$ cat src/verilog/denise_defs.svh
////////////////////////////////////////////////////////////////////////////
// Denise video constants
// Register word addresses, beam positions and table sizes
////////////////////////////////////////////////////////////////////////////
`ifndef DENISE_DEFS_SVH
`define DENISE_DEFS_SVH

// Register word addresses (byte address / 2)
// STREQU/STRVBL/STRHOR/STRLONG at $038..$03E
`define DEN_ADDR_STR      8'h1C
`define DEN_ADDR_DIWSTRT  8'h47
`define DEN_ADDR_DIWSTOP  8'h48
`define DEN_ADDR_BPLCON0  8'h80
// BPL1DAT..BPL4DAT at $110..$116
`define DEN_ADDR_BPLDAT   8'h88
// COLOR00..COLOR15 at $180..$19E
`define DEN_ADDR_COLOR    8'hC0

// Beam positions
`define DEN_HPOS_RESTART  9'd2
`define DEN_HPOS_SOL      9'd32
`define DEN_HBLANK_START  9'h013
`define DEN_HBLANK_STOP   9'h061

// Table sizes
`define DEN_NUM_PLANES    4
`define DEN_NUM_COLORS    16

`endif

$ cat src/verilog/denise_pkg.sv
////////////////////////////////////////////////////////////////////////////
// Denise shared types
// Widths, state enums and the structs passed between blocks
////////////////////////////////////////////////////////////////////////////
package denise_pkg;

    // Plain vectors with a meaning
    typedef logic [8:0]  hpos_t;
    typedef logic [11:0] rgb12_t;
    typedef logic [3:0]  clut_idx_t;
    typedef logic [15:0] plane_word_t;
    typedef logic [7:0]  reg_addr_t;

    // Strobe kind, same order as the low address bits
    typedef enum logic [1:0] {
        STR_EQU  = 2'd0,
        STR_VBL  = 2'd1,
        STR_HOR  = 2'd2,
        STR_LONG = 2'd3
    } str_kind_e;

    // Line type of the beam
    typedef enum logic [1:0] {
        LINE_EQU = 2'd0,
        LINE_VBL = 2'd1,
        LINE_HOR = 2'd2
    } line_state_e;

    // Chip register write bus
    typedef struct packed {
        logic        wr;
        reg_addr_t   addr;
        logic [15:0] data;
    } reg_bus_t;

    typedef struct packed {
        logic      valid;
        str_kind_e kind;
    } strobe_t;

    // Window and plane count
    typedef struct packed {
        hpos_t      diw_start;
        hpos_t      diw_stop;
        logic [2:0] bpu;
    } disp_ctrl_t;

endpackage

$ cat src/verilog/reg_decode.sv
////////////////////////////////////////////////////////////////////////////
// Register decoder
// Turns bus writes into strobes and write pulses, holds DIW and BPLCON0
////////////////////////////////////////////////////////////////////////////
`timescale 1ns/1ps
`include "denise_defs.svh"

module reg_decode (
    input  logic                     clk,
    input  logic                     reset,
    input  denise_pkg::reg_bus_t     bus,
    output denise_pkg::strobe_t      strobe,
    output denise_pkg::disp_ctrl_t   ctrl,
    output logic                     bpl_wr,
    output logic [1:0]               bpl_sel,
    output denise_pkg::plane_word_t  bpl_data,
    output logic                     color_wr,
    output denise_pkg::clut_idx_t    color_sel,
    output denise_pkg::rgb12_t       color_data
);

    localparam denise_pkg::reg_addr_t A_STR   = `DEN_ADDR_STR;
    localparam denise_pkg::reg_addr_t A_DIWB  = `DEN_ADDR_DIWSTRT;
    localparam denise_pkg::reg_addr_t A_DIWE  = `DEN_ADDR_DIWSTOP;
    localparam denise_pkg::reg_addr_t A_CON0  = `DEN_ADDR_BPLCON0;
    localparam denise_pkg::reg_addr_t A_BPL   = `DEN_ADDR_BPLDAT;
    localparam denise_pkg::reg_addr_t A_COLOR = `DEN_ADDR_COLOR;

    logic        str_p1;
    logic        diwb_p1;
    logic        diwe_p1;
    logic        ctl_p1;
    logic        bpl_p1;
    logic        clut_p1;
    logic [3:0]  addr_lo_p1;
    logic [15:0] data_p1;

    ////////////////////////////////////////////////////////////////////////////
    // Address match stage
    ////////////////////////////////////////////////////////////////////////////

    always_ff @(posedge clk) begin
        if (reset) begin
            str_p1  <= 1'b0;
            diwb_p1 <= 1'b0;
            diwe_p1 <= 1'b0;
            ctl_p1  <= 1'b0;
            bpl_p1  <= 1'b0;
            clut_p1 <= 1'b0;
        end else begin
            // Four strobes share one block of addresses
            str_p1  <= bus.wr && (bus.addr[7:2] == A_STR[7:2]);
            diwb_p1 <= bus.wr && (bus.addr == A_DIWB);
            diwe_p1 <= bus.wr && (bus.addr == A_DIWE);
            ctl_p1  <= bus.wr && (bus.addr == A_CON0);
            // Planes 1 to 4 only
            bpl_p1  <= bus.wr && (bus.addr[7:2] == A_BPL[7:2]);
            clut_p1 <= bus.wr && (bus.addr[7:4] == A_COLOR[7:4]);
        end
    end

    // Low address bits and data follow the match
    always_ff @(posedge clk) begin
        addr_lo_p1 <= bus.addr[3:0];
        data_p1    <= bus.data;
    end

    ////////////////////////////////////////////////////////////////////////////
    // Window and plane control
    ////////////////////////////////////////////////////////////////////////////

    always_ff @(posedge clk) begin
        if (reset) begin
            ctrl.diw_start <= '0;
            ctrl.diw_stop  <= 9'h100;
            ctrl.bpu       <= '0;
        end else begin
            // Start lives in the left half of the line
            if (diwb_p1)
                ctrl.diw_start <= {1'b0, data_p1[7:0]};
            // Stop always in the right half
            if (diwe_p1)
                ctrl.diw_stop <= {1'b1, data_p1[7:0]};
            if (ctl_p1)
                ctrl.bpu <= data_p1[14:12];
        end
    end

    // Pulses to the downstream blocks
    assign strobe     = '{valid: str_p1, kind: denise_pkg::str_kind_e'(addr_lo_p1[1:0])};
    assign bpl_wr     = bpl_p1;
    assign bpl_sel    = addr_lo_p1[1:0];
    assign bpl_data   = data_p1;
    assign color_wr   = clut_p1;
    assign color_sel  = addr_lo_p1;
    assign color_data = data_p1[11:0];

endmodule

$ cat src/verilog/beam_sync_fsm.sv
////////////////////////////////////////////////////////////////////////////
// Beam line-type FSM
// Tracks the strobe type for vsync, vertical blanking and PAL/NTSC
////////////////////////////////////////////////////////////////////////////
`timescale 1ns/1ps

module beam_sync_fsm (
    input  logic                 clk,
    input  logic                 reset,
    input  denise_pkg::strobe_t  strobe,
    input  logic                 sol,
    output logic                 vsync,
    output logic                 vblank,
    output logic                 pal_ntsc
);

    denise_pkg::line_state_e state;
    logic [1:0]              str_cnt;
    logic                    str_short;

    // STRLONG is not a line type
    assign str_short = strobe.valid && (strobe.kind != denise_pkg::STR_LONG);

    ////////////////////////////////////////////////////////////////////////////
    // Line type
    ////////////////////////////////////////////////////////////////////////////

    always_ff @(posedge clk) begin
        if (reset) begin
            state <= denise_pkg::LINE_HOR;
        end else if (str_short) begin
            case (strobe.kind)
                denise_pkg::STR_EQU: state <= denise_pkg::LINE_EQU;
                denise_pkg::STR_VBL: state <= denise_pkg::LINE_VBL;
                default:             state <= denise_pkg::LINE_HOR;
            endcase
        end
    end

    // Equalisation lines give vsync, sampled once per line
    always_ff @(posedge clk) begin
        if (reset)
            vsync <= 1'b0;
        else if (sol)
            vsync <= (state == denise_pkg::LINE_EQU);
    end

    // PAL sends three short strobes in a row, NTSC interleaves STRLONG
    always_ff @(posedge clk) begin
        if (reset)
            str_cnt <= 2'd0;
        else if (strobe.valid && (strobe.kind == denise_pkg::STR_LONG))
            str_cnt <= 2'd0;
        else if (str_short && (str_cnt != 2'd3))
            str_cnt <= str_cnt + 2'd1;
    end

    assign pal_ntsc = &str_cnt;
    assign vblank   = (state != denise_pkg::LINE_HOR);

endmodule

$ cat src/verilog/hpos_counter.sv
////////////////////////////////////////////////////////////////////////////
// Horizontal beam counter
// Start of line, horizontal blanking and the display window latches
////////////////////////////////////////////////////////////////////////////
`timescale 1ns/1ps
`include "denise_defs.svh"

module hpos_counter (
    input  logic                    clk,
    input  logic                    reset,
    input  denise_pkg::strobe_t     strobe,
    input  denise_pkg::disp_ctrl_t  ctrl,
    input  logic                    bpl_wr,
    output logic                    sol,
    output logic                    hblank,
    output logic                    hwin,
    output logic                    vwin
);

    denise_pkg::hpos_t hpos;
    denise_pkg::hpos_t hpos_nxt;
    logic              phase;
    logic              hold_pend;
    logic              restart;
    logic              str_long;

    assign restart  = strobe.valid && (strobe.kind != denise_pkg::STR_LONG);
    assign str_long = strobe.valid && (strobe.kind == denise_pkg::STR_LONG);

    // Count on every second clk, skip one step after STRLONG
    always_comb begin
        if (restart)
            hpos_nxt = `DEN_HPOS_RESTART;
        else if (phase && !hold_pend && !str_long)
            hpos_nxt = hpos + 9'd1;
        else
            hpos_nxt = hpos;
    end

    always_ff @(posedge clk) begin
        if (reset) begin
            hpos      <= '0;
            phase     <= 1'b0;
            hold_pend <= 1'b0;
            sol       <= 1'b0;
        end else begin
            hpos  <= hpos_nxt;
            phase <= restart ? 1'b0 : ~phase;
            // Pending hold is used up by the next step
            if (restart || phase)
                hold_pend <= 1'b0;
            else if (str_long)
                hold_pend <= 1'b1;
            // One clk pulse on entry to position 32
            sol <= (hpos_nxt == `DEN_HPOS_SOL) && (hpos != `DEN_HPOS_SOL);
        end
    end

    ////////////////////////////////////////////////////////////////////////////
    // Blanking and window latches
    ////////////////////////////////////////////////////////////////////////////

    always_ff @(posedge clk) begin
        if (reset) begin
            hblank <= 1'b0;
            hwin   <= 1'b0;
            vwin   <= 1'b0;
        end else begin
            if (hpos == `DEN_HBLANK_START)
                hblank <= 1'b1;
            else if (hpos == `DEN_HBLANK_STOP)
                hblank <= 1'b0;
            if (hpos == ctrl.diw_start)
                hwin <= 1'b1;
            else if (hpos == ctrl.diw_stop)
                hwin <= 1'b0;
            // Plane DMA opens the line, blanking start closes it
            if (hpos == `DEN_HBLANK_START)
                vwin <= 1'b0;
            else if (bpl_wr)
                vwin <= 1'b1;
        end
    end

endmodule

$ cat src/verilog/bitplane_shifter.sv
////////////////////////////////////////////////////////////////////////////
// Bitplane shifters
// Plane holding words, parallel load on BPL1DAT, one colour index per clk
////////////////////////////////////////////////////////////////////////////
`timescale 1ns/1ps

module bitplane_shifter (
    input  logic                    clk,
    input  logic                    reset,
    input  denise_pkg::disp_ctrl_t  ctrl,
    input  logic                    bpl_wr,
    input  logic [1:0]              bpl_sel,
    input  denise_pkg::plane_word_t bpl_data,
    input  logic                    hwin,
    input  logic                    vwin,
    output denise_pkg::clut_idx_t   pix_idx
);

    // One index bit per plane
    localparam int NPL = $bits(denise_pkg::clut_idx_t);

    denise_pkg::plane_word_t hold [1:NPL-1];
    denise_pkg::plane_word_t shifter [NPL];
    denise_pkg::clut_idx_t   plane_en;
    denise_pkg::clut_idx_t   top_bits;
    logic                    load;

    // BPL1DAT is always the last word fetched
    assign load = bpl_wr && (bpl_sel == 2'd0);

    // Planes above BPU stay dark
    always_comb begin
        for (int i = 0; i < NPL; i++) begin
            plane_en[i] = (ctrl.bpu > 3'(i));
            top_bits[i] = shifter[i][15];
        end
    end

    // Plane 0 goes straight to its shifter
    always_ff @(posedge clk) begin
        for (int i = 1; i < NPL; i++) begin
            if (bpl_wr && (bpl_sel == 2'(i)))
                hold[i] <= bpl_data;
        end
    end

    always_ff @(posedge clk) begin
        if (reset) begin
            for (int i = 0; i < NPL; i++)
                shifter[i] <= '0;
        end else if (load) begin
            shifter[0] <= bpl_data & {16{plane_en[0]}};
            for (int i = 1; i < NPL; i++)
                shifter[i] <= hold[i] & {16{plane_en[i]}};
        end else begin
            // MSB first, zeros follow
            for (int i = 0; i < NPL; i++)
                shifter[i] <= {shifter[i][14:0], 1'b0};
        end
    end

    // Border shows colour 0
    always_ff @(posedge clk) begin
        if (reset)
            pix_idx <= '0;
        else
            pix_idx <= top_bits & {NPL{hwin & vwin}};
    end

endmodule

$ cat src/verilog/palette_output.sv
////////////////////////////////////////////////////////////////////////////
// Colour table and video output
// 16 entry CLUT, composite blanking mask and RGB output registers
////////////////////////////////////////////////////////////////////////////
`timescale 1ns/1ps
`include "denise_defs.svh"

module palette_output (
    input  logic                  clk,
    input  logic                  reset,
    input  logic                  color_wr,
    input  denise_pkg::clut_idx_t color_sel,
    input  denise_pkg::rgb12_t    color_data,
    input  denise_pkg::clut_idx_t pix_idx,
    input  logic                  hblank,
    input  logic                  vblank,
    output logic [3:0]            red,
    output logic [3:0]            green,
    output logic [3:0]            blue,
    output logic                  blank_n
);

    denise_pkg::rgb12_t clut [`DEN_NUM_COLORS];
    denise_pkg::rgb12_t rd_rgb;
    denise_pkg::rgb12_t out_rgb;
    logic               blank_d;

    ////////////////////////////////////////////////////////////////////////////
    // Colour look-up table
    ////////////////////////////////////////////////////////////////////////////

    always_ff @(posedge clk) begin
        if (color_wr)
            clut[color_sel] <= color_data;
        // Read port, one clk behind the index
        rd_rgb <= clut[pix_idx];
    end

    // Blanking delayed to meet the read data
    always_ff @(posedge clk) begin
        if (reset)
            blank_d <= 1'b1;
        else
            blank_d <= hblank | vblank;
    end

    ////////////////////////////////////////////////////////////////////////////
    // Output registers
    ////////////////////////////////////////////////////////////////////////////

    always_ff @(posedge clk) begin
        if (reset) begin
            out_rgb <= '0;
            blank_n <= 1'b0;
        end else if (blank_d) begin
            out_rgb <= '0;
            blank_n <= 1'b0;
        end else begin
            out_rgb <= rd_rgb;
            blank_n <= 1'b1;
        end
    end

    // Red in the top nibble
    assign red   = out_rgb[11:8];
    assign green = out_rgb[7:4];
    assign blue  = out_rgb[3:0];

endmodule

$ cat src/verilog/denise_top.sv
////////////////////////////////////////////////////////////////////////////
// Reduced Denise video chip
// Bus decode, beam timing, four bitplanes and a 16 colour palette
////////////////////////////////////////////////////////////////////////////
`timescale 1ns/1ps

module denise_top (
    input  logic                 clk,
    input  logic                 reset,
    input  denise_pkg::reg_bus_t bus,
    output logic [3:0]           red,
    output logic [3:0]           green,
    output logic [3:0]           blue,
    output logic                 blank_n,
    output logic                 vsync,
    output logic                 sol,
    output logic                 pal_ntsc
);

    denise_pkg::strobe_t     strobe;
    denise_pkg::disp_ctrl_t  ctrl;
    logic                    bpl_wr;
    logic [1:0]              bpl_sel;
    denise_pkg::plane_word_t bpl_data;
    logic                    color_wr;
    denise_pkg::clut_idx_t   color_sel;
    denise_pkg::rgb12_t      color_data;
    logic                    hblank;
    logic                    hwin;
    logic                    vwin;
    logic                    vblank;
    denise_pkg::clut_idx_t   pix_idx;

    // Bus side
    reg_decode u_reg_decode (
        .clk        (clk),
        .reset      (reset),
        .bus        (bus),
        .strobe     (strobe),
        .ctrl       (ctrl),
        .bpl_wr     (bpl_wr),
        .bpl_sel    (bpl_sel),
        .bpl_data   (bpl_data),
        .color_wr   (color_wr),
        .color_sel  (color_sel),
        .color_data (color_data)
    );

    // Beam timing
    beam_sync_fsm u_beam_sync_fsm (
        .clk      (clk),
        .reset    (reset),
        .strobe   (strobe),
        .sol      (sol),
        .vsync    (vsync),
        .vblank   (vblank),
        .pal_ntsc (pal_ntsc)
    );

    hpos_counter u_hpos_counter (
        .clk    (clk),
        .reset  (reset),
        .strobe (strobe),
        .ctrl   (ctrl),
        .bpl_wr (bpl_wr),
        .sol    (sol),
        .hblank (hblank),
        .hwin   (hwin),
        .vwin   (vwin)
    );

    // Pixel path
    bitplane_shifter u_bitplane_shifter (
        .clk      (clk),
        .reset    (reset),
        .ctrl     (ctrl),
        .bpl_wr   (bpl_wr),
        .bpl_sel  (bpl_sel),
        .bpl_data (bpl_data),
        .hwin     (hwin),
        .vwin     (vwin),
        .pix_idx  (pix_idx)
    );

    palette_output u_palette_output (
        .clk        (clk),
        .reset      (reset),
        .color_wr   (color_wr),
        .color_sel  (color_sel),
        .color_data (color_data),
        .pix_idx    (pix_idx),
        .hblank     (hblank),
        .vblank     (vblank),
        .red        (red),
        .green      (green),
        .blue       (blue),
        .blank_n    (blank_n)
    );

endmodule

$ cat config.mk
export PLATFORM = sky130hd
export DESIGN_NAME = denise_top
export DESIGN_NICKNAME = d
export VERILOG_FILES = /design/src/verilog/denise_pkg.sv /design/src/verilog/reg_decode.sv /design/src/verilog/beam_sync_fsm.sv /design/src/verilog/hpos_counter.sv /design/src/verilog/bitplane_shifter.sv /design/src/verilog/palette_output.sv /design/src/verilog/denise_top.sv
export VERILOG_INCLUDE_DIRS = /design/src /design/src/verilog
export SDC_FILE = /design/constraint.sdc
export NUM_CORES = 1
export LEC_CHECK = 0
export CAP_MARGIN = 20
export CELL_PAD_IN_SITES_DETAIL_PLACEMENT = 0
export CELL_PAD_IN_SITES_GLOBAL_PLACEMENT = 1
export CORE_ASPECT_RATIO = 1.25
export CORE_MARGIN = 8
export CORE_UTILIZATION = 59
export CTS_CLUSTER_DIAMETER = 200
export CTS_CLUSTER_SIZE = 10
export DETAILED_ROUTE_END_ITERATION = 7
export DONT_BUFFER_PORTS = 1
export PLACE_DENSITY_LB_ADDON = 0.12
export SLEW_MARGIN = 20
export SYNTH_ARGS = -nofsm -noshare
export SYNTH_HDL_FRONTEND = slang
export SYNTH_SLANG_ARGS = --single-unit
$ cat constraint.sdc
create_clock -name clk -period 6.5 [get_ports clk]
set_input_delay 0.325 -clock clk [delete_from_list [all_inputs] [get_ports clk]]
set_output_delay 0.325 -clock clk [all_outputs]
set_load 0.02 [all_outputs]
==> run_results.csv <==
group,metric,value,unit
critical_path,cp-end-kind,"flop",
sta,hold_viol_final,0,
finish,synthToLayoutAreaGrowth,14.5,%
cts,cts_root_buffer,"clkbuf_16",
critical_path,critical_path.cell_chain,"buf_4, mux4_1, mux4_2",
finish,utilization,0.684,
routing,postRouteAntennaNets,0,
routing,drcViolationCount,0,
synth,synth_seq_cells,399,
critical_path,cp_slowest_cell,"buf_4",
finish,fin_nets,931,
sta,max_clock_freq,436,MHz
cts,clock-sinks,399,
cts,cts_setup_buffers,0,
routing,wl_per_cell,23.6,um
critical_path,cp.required,6910,ps
critical_path,cp_top_family,"multiplexers",
global_route,use_met1,0.265,
synth,synth-edff-count,302,
synth,synth_top_area_share,0.622,
cts,cts_max_level,2,
sta,slew_violations,0,
sta,worst_pin_slew,1080,ps
power_and_ir_drop,power.leakage,0.00557,uW
global_route,antenna_found_initial,2,
power_and_ir_drop,vdd_ir_drop_max,0.000202,V
synth,synthDistinctLibCells,54,
finish,layout_common_cells,"302 x edfxtp_1, 94 x dfxtp_1, 62 x conb_1",
floorplan,core,0.0244,mm^2
global_route,grt_pass1_wl,45800,um
sta,post-route-min-period,2290,ps
placement,port_buffers,0,
placement,routabilityCongestion,0.805,
synth,synth-main-ff-cell,"edfxtp_1",
floorplan,ioPinCount,43,
critical_path,crit_end,"u_palette_output.rd_rgb[1]$_DFF_P_",
synth,synth_area,0.0146,mm^2
critical_path,crit-reg2reg-capture,"u_palette_output.rd_rgb[1]$_DFF_P_",
sta,setup_violations,0,
global_route,grt_usage,0.207,
critical_path,critPathMaxStageDelay,710,ps
routing,vias,7284,
placement,hpwl,17700,um
critical_path,crit_cells,3,
cts,cts_tree,"built",
critical_path,r2r_setup_slack,4210,ps
synth,yosysWarningCount,0,
cts,clock_path_buffers,3,
critical_path,start_kind,"flop",
finish,final_common_cell,"edfxtp_1",
critical_path,arrival,2700,ps
floorplan,initial_core_util,0.597,
critical_path,crit_buf_inv,1,
status,status,"finished, final reports clean",
placement,place_worst_setup_slack,4170,ps
routing,drt_iter0_markers,586,
global_route,grt_busiest_layer,"met2",
synth,synth_area_leaders,"edfxtp_1 62%, dfxtp_1 13%, mux4_2 9.1%",
sta,finalCritPeriodShare,0.353,
synth,syn_avg_cell_area,18.1,um^2
sta,rsz0062_at_grt,"false",
global_route,grt_pass1_vias,7640,
floorplan,dieWidth,157,um
floorplan,die_h,192,um
critical_path,setup.worst_path.start,"u_bitplane_shifter.pix_idx[0]$_SDFF_PP0_",
power_and_ir_drop,p_per_area,308,mW/mm^2
synth,async_flop_share,0,
critical_path,crit_type,"flop to flop",
global_route,overflow,0,
finish,drive_gt1_frac,0.151,
critical_path,r2r_cells,3,
global_route,grt_max_degree,51,
synth,yosysTopAreaCell,"edfxtp_1",
routing,drt_pass1_iterations,5,
synth,yosysSeqAreaShare,0.755,
sta,maxSlewHeadroom,0.281,
global_route,gr-usage-met3,0.0360,
routing,vias_per_cell,5.75,
floorplan,fp-row-count,64,
flow_run,drv_cap,0,
cts,clkLatencyLatePin,540,ps
critical_path,worstReg2RegStart,"u_bitplane_shifter.pix_idx[0]$_SDFF_PP0_",
cts,path_clk_slew,50,ps
sta,totalNegativeSetupSlack,0,ps
sta,setup_slack,4210,ps
sta,hold-worst-slack,17.4,ps
synth,synthCells,804,
cts,cts_buffers,45,
power_and_ir_drop,total_power,5140,uW
floorplan,dieArea,0.0300,mm^2
critical_path,crit_fanout,48,
routing,totalWireLength,29900,um
global_route,grt_use_met2,0.354,
sta,finClkSkew,14.2,ps
worst_hold_path,hold_path.class,"input pin to flop",
[where the power goes]
part	total [uW]	switching [uW]	internal, uW
logic	74.5	39.9	34.6
registers	2830	49.1	2780
clock network	2230	911	1320
[worst min-delay path: cells and delay by family]
kind	cells	cell delay, ps
simple gates	3	170
[layout make-up]
| class | count | area (um^2) |
|---|---|---|
| Sequential cell | 399 | 11000 |
| Fill cell | 1586 | 7730 |
| Multi-Input combinational cell | 416 | 3620 |
| Clock buffer | 81 | 1280 |
| Tap cell | 330 | 413 |
| Timing Repair Buffer | 32 | 323 |
| Inverter | 6 | 22.5 |
| Clock inverter | 1 | 16.3 |
| Antenna cell | 2 | 5.00 |
[flip-flops by register name, indices dropped and copies added, names as in the netlist, 2 cells and up]
| register | flops |
|---|---|
| u_beam_sync_fsm.state | 2 |
| u_beam_sync_fsm.str_cnt | 2 |
| u_bitplane_shifter.hold | 48 |
| u_bitplane_shifter.pix_idx | 4 |
| u_bitplane_shifter.shifter | 64 |
| u_hpos_counter.hpos | 9 |
| u_palette_output.clut | 192 |
| u_palette_output.out_rgb | 12 |
| u_palette_output.rd_rgb | 12 |
| u_reg_decode.bpl_data | 16 |
| u_reg_decode.color_sel | 4 |
| u_reg_decode.ctrl | 19 |
[what timing repair did]
| action | CTS | global route |
|---|---|---|
| endpoints found under the hold margin | 59 | 0 |
| hold buffers | 24 | 0 |
| gates resized for setup | 0 | 0 |
[metrics by stage]
step                instances  area [um^2]
finish                   1267        16700
global route             1267        16700
CTS                      1265        16700
detailed placement       1159        15100
global placement         1158        15100
floorplan                 865        14800
[worst min path at each step]
| stage | startpoint | to | slack, ps | depth (start not counted) |
|---|---|---|---|---|
| 5_1_grt | bus[20] | u_reg_decode.str_p1$_SDFF_PP0_ | 10 | 1 |
| 4_1_cts | bus[21] | u_reg_decode.diwe_p1$_SDFF_PP0_ | 2 | 3 |
| 3_5_place_dp | bus[4] | u_reg_decode.bpl_data[4]$_DFF_P_ | 350 | 0 |
| 2_1_floorplan | bus[0] | u_reg_decode.bpl_data[0]$_DFF_P_ | 350 | 0 |
| 6_report | bus[21] | u_reg_decode.diwb_p1$_SDFF_PP0_ | 20 | 3 |
| 3_3_place_gp | bus[13] | u_reg_decode.bpl_data[13]$_DFF_P_ | 350 | 0 |
[kinds of logic after synthesis]
family / share of synthesized area
other cells: 0.000257
fa+ha+maj: 0.00343
buf+inv: 0.0166
flops: 0.755
compound gates: 0.0463
xor+xnor: 0.0126
mux: 0.107
simple gates: 0.0583
[cells in the mapped netlist, drive strengths merged, types with 2 or more instances]
cell type  count
a21oi         11
a22o          56
and2          19
and3           8
and4           2
and4b          2
buf           22
clkbuf        22
dfxtp         97
edfxtp       302
ha             4
inv            6
mux2i         20
mux4          60
nand2         20
nand2b         2
nand3         12
nand3b         3
nand4          6
nor2          56
nor2b          5
nor3          13
nor4           5
o21a           3
o21ai          7
or3            2
xnor2         12
xor2           9
[layer usage]
metal	vias up	wire length (um)
met5	-	0
met4	0	687
met3	51	1370
met2	193	15500
met1	3744	12300
li1	3296	-
(Power assumes the default switching activity.)
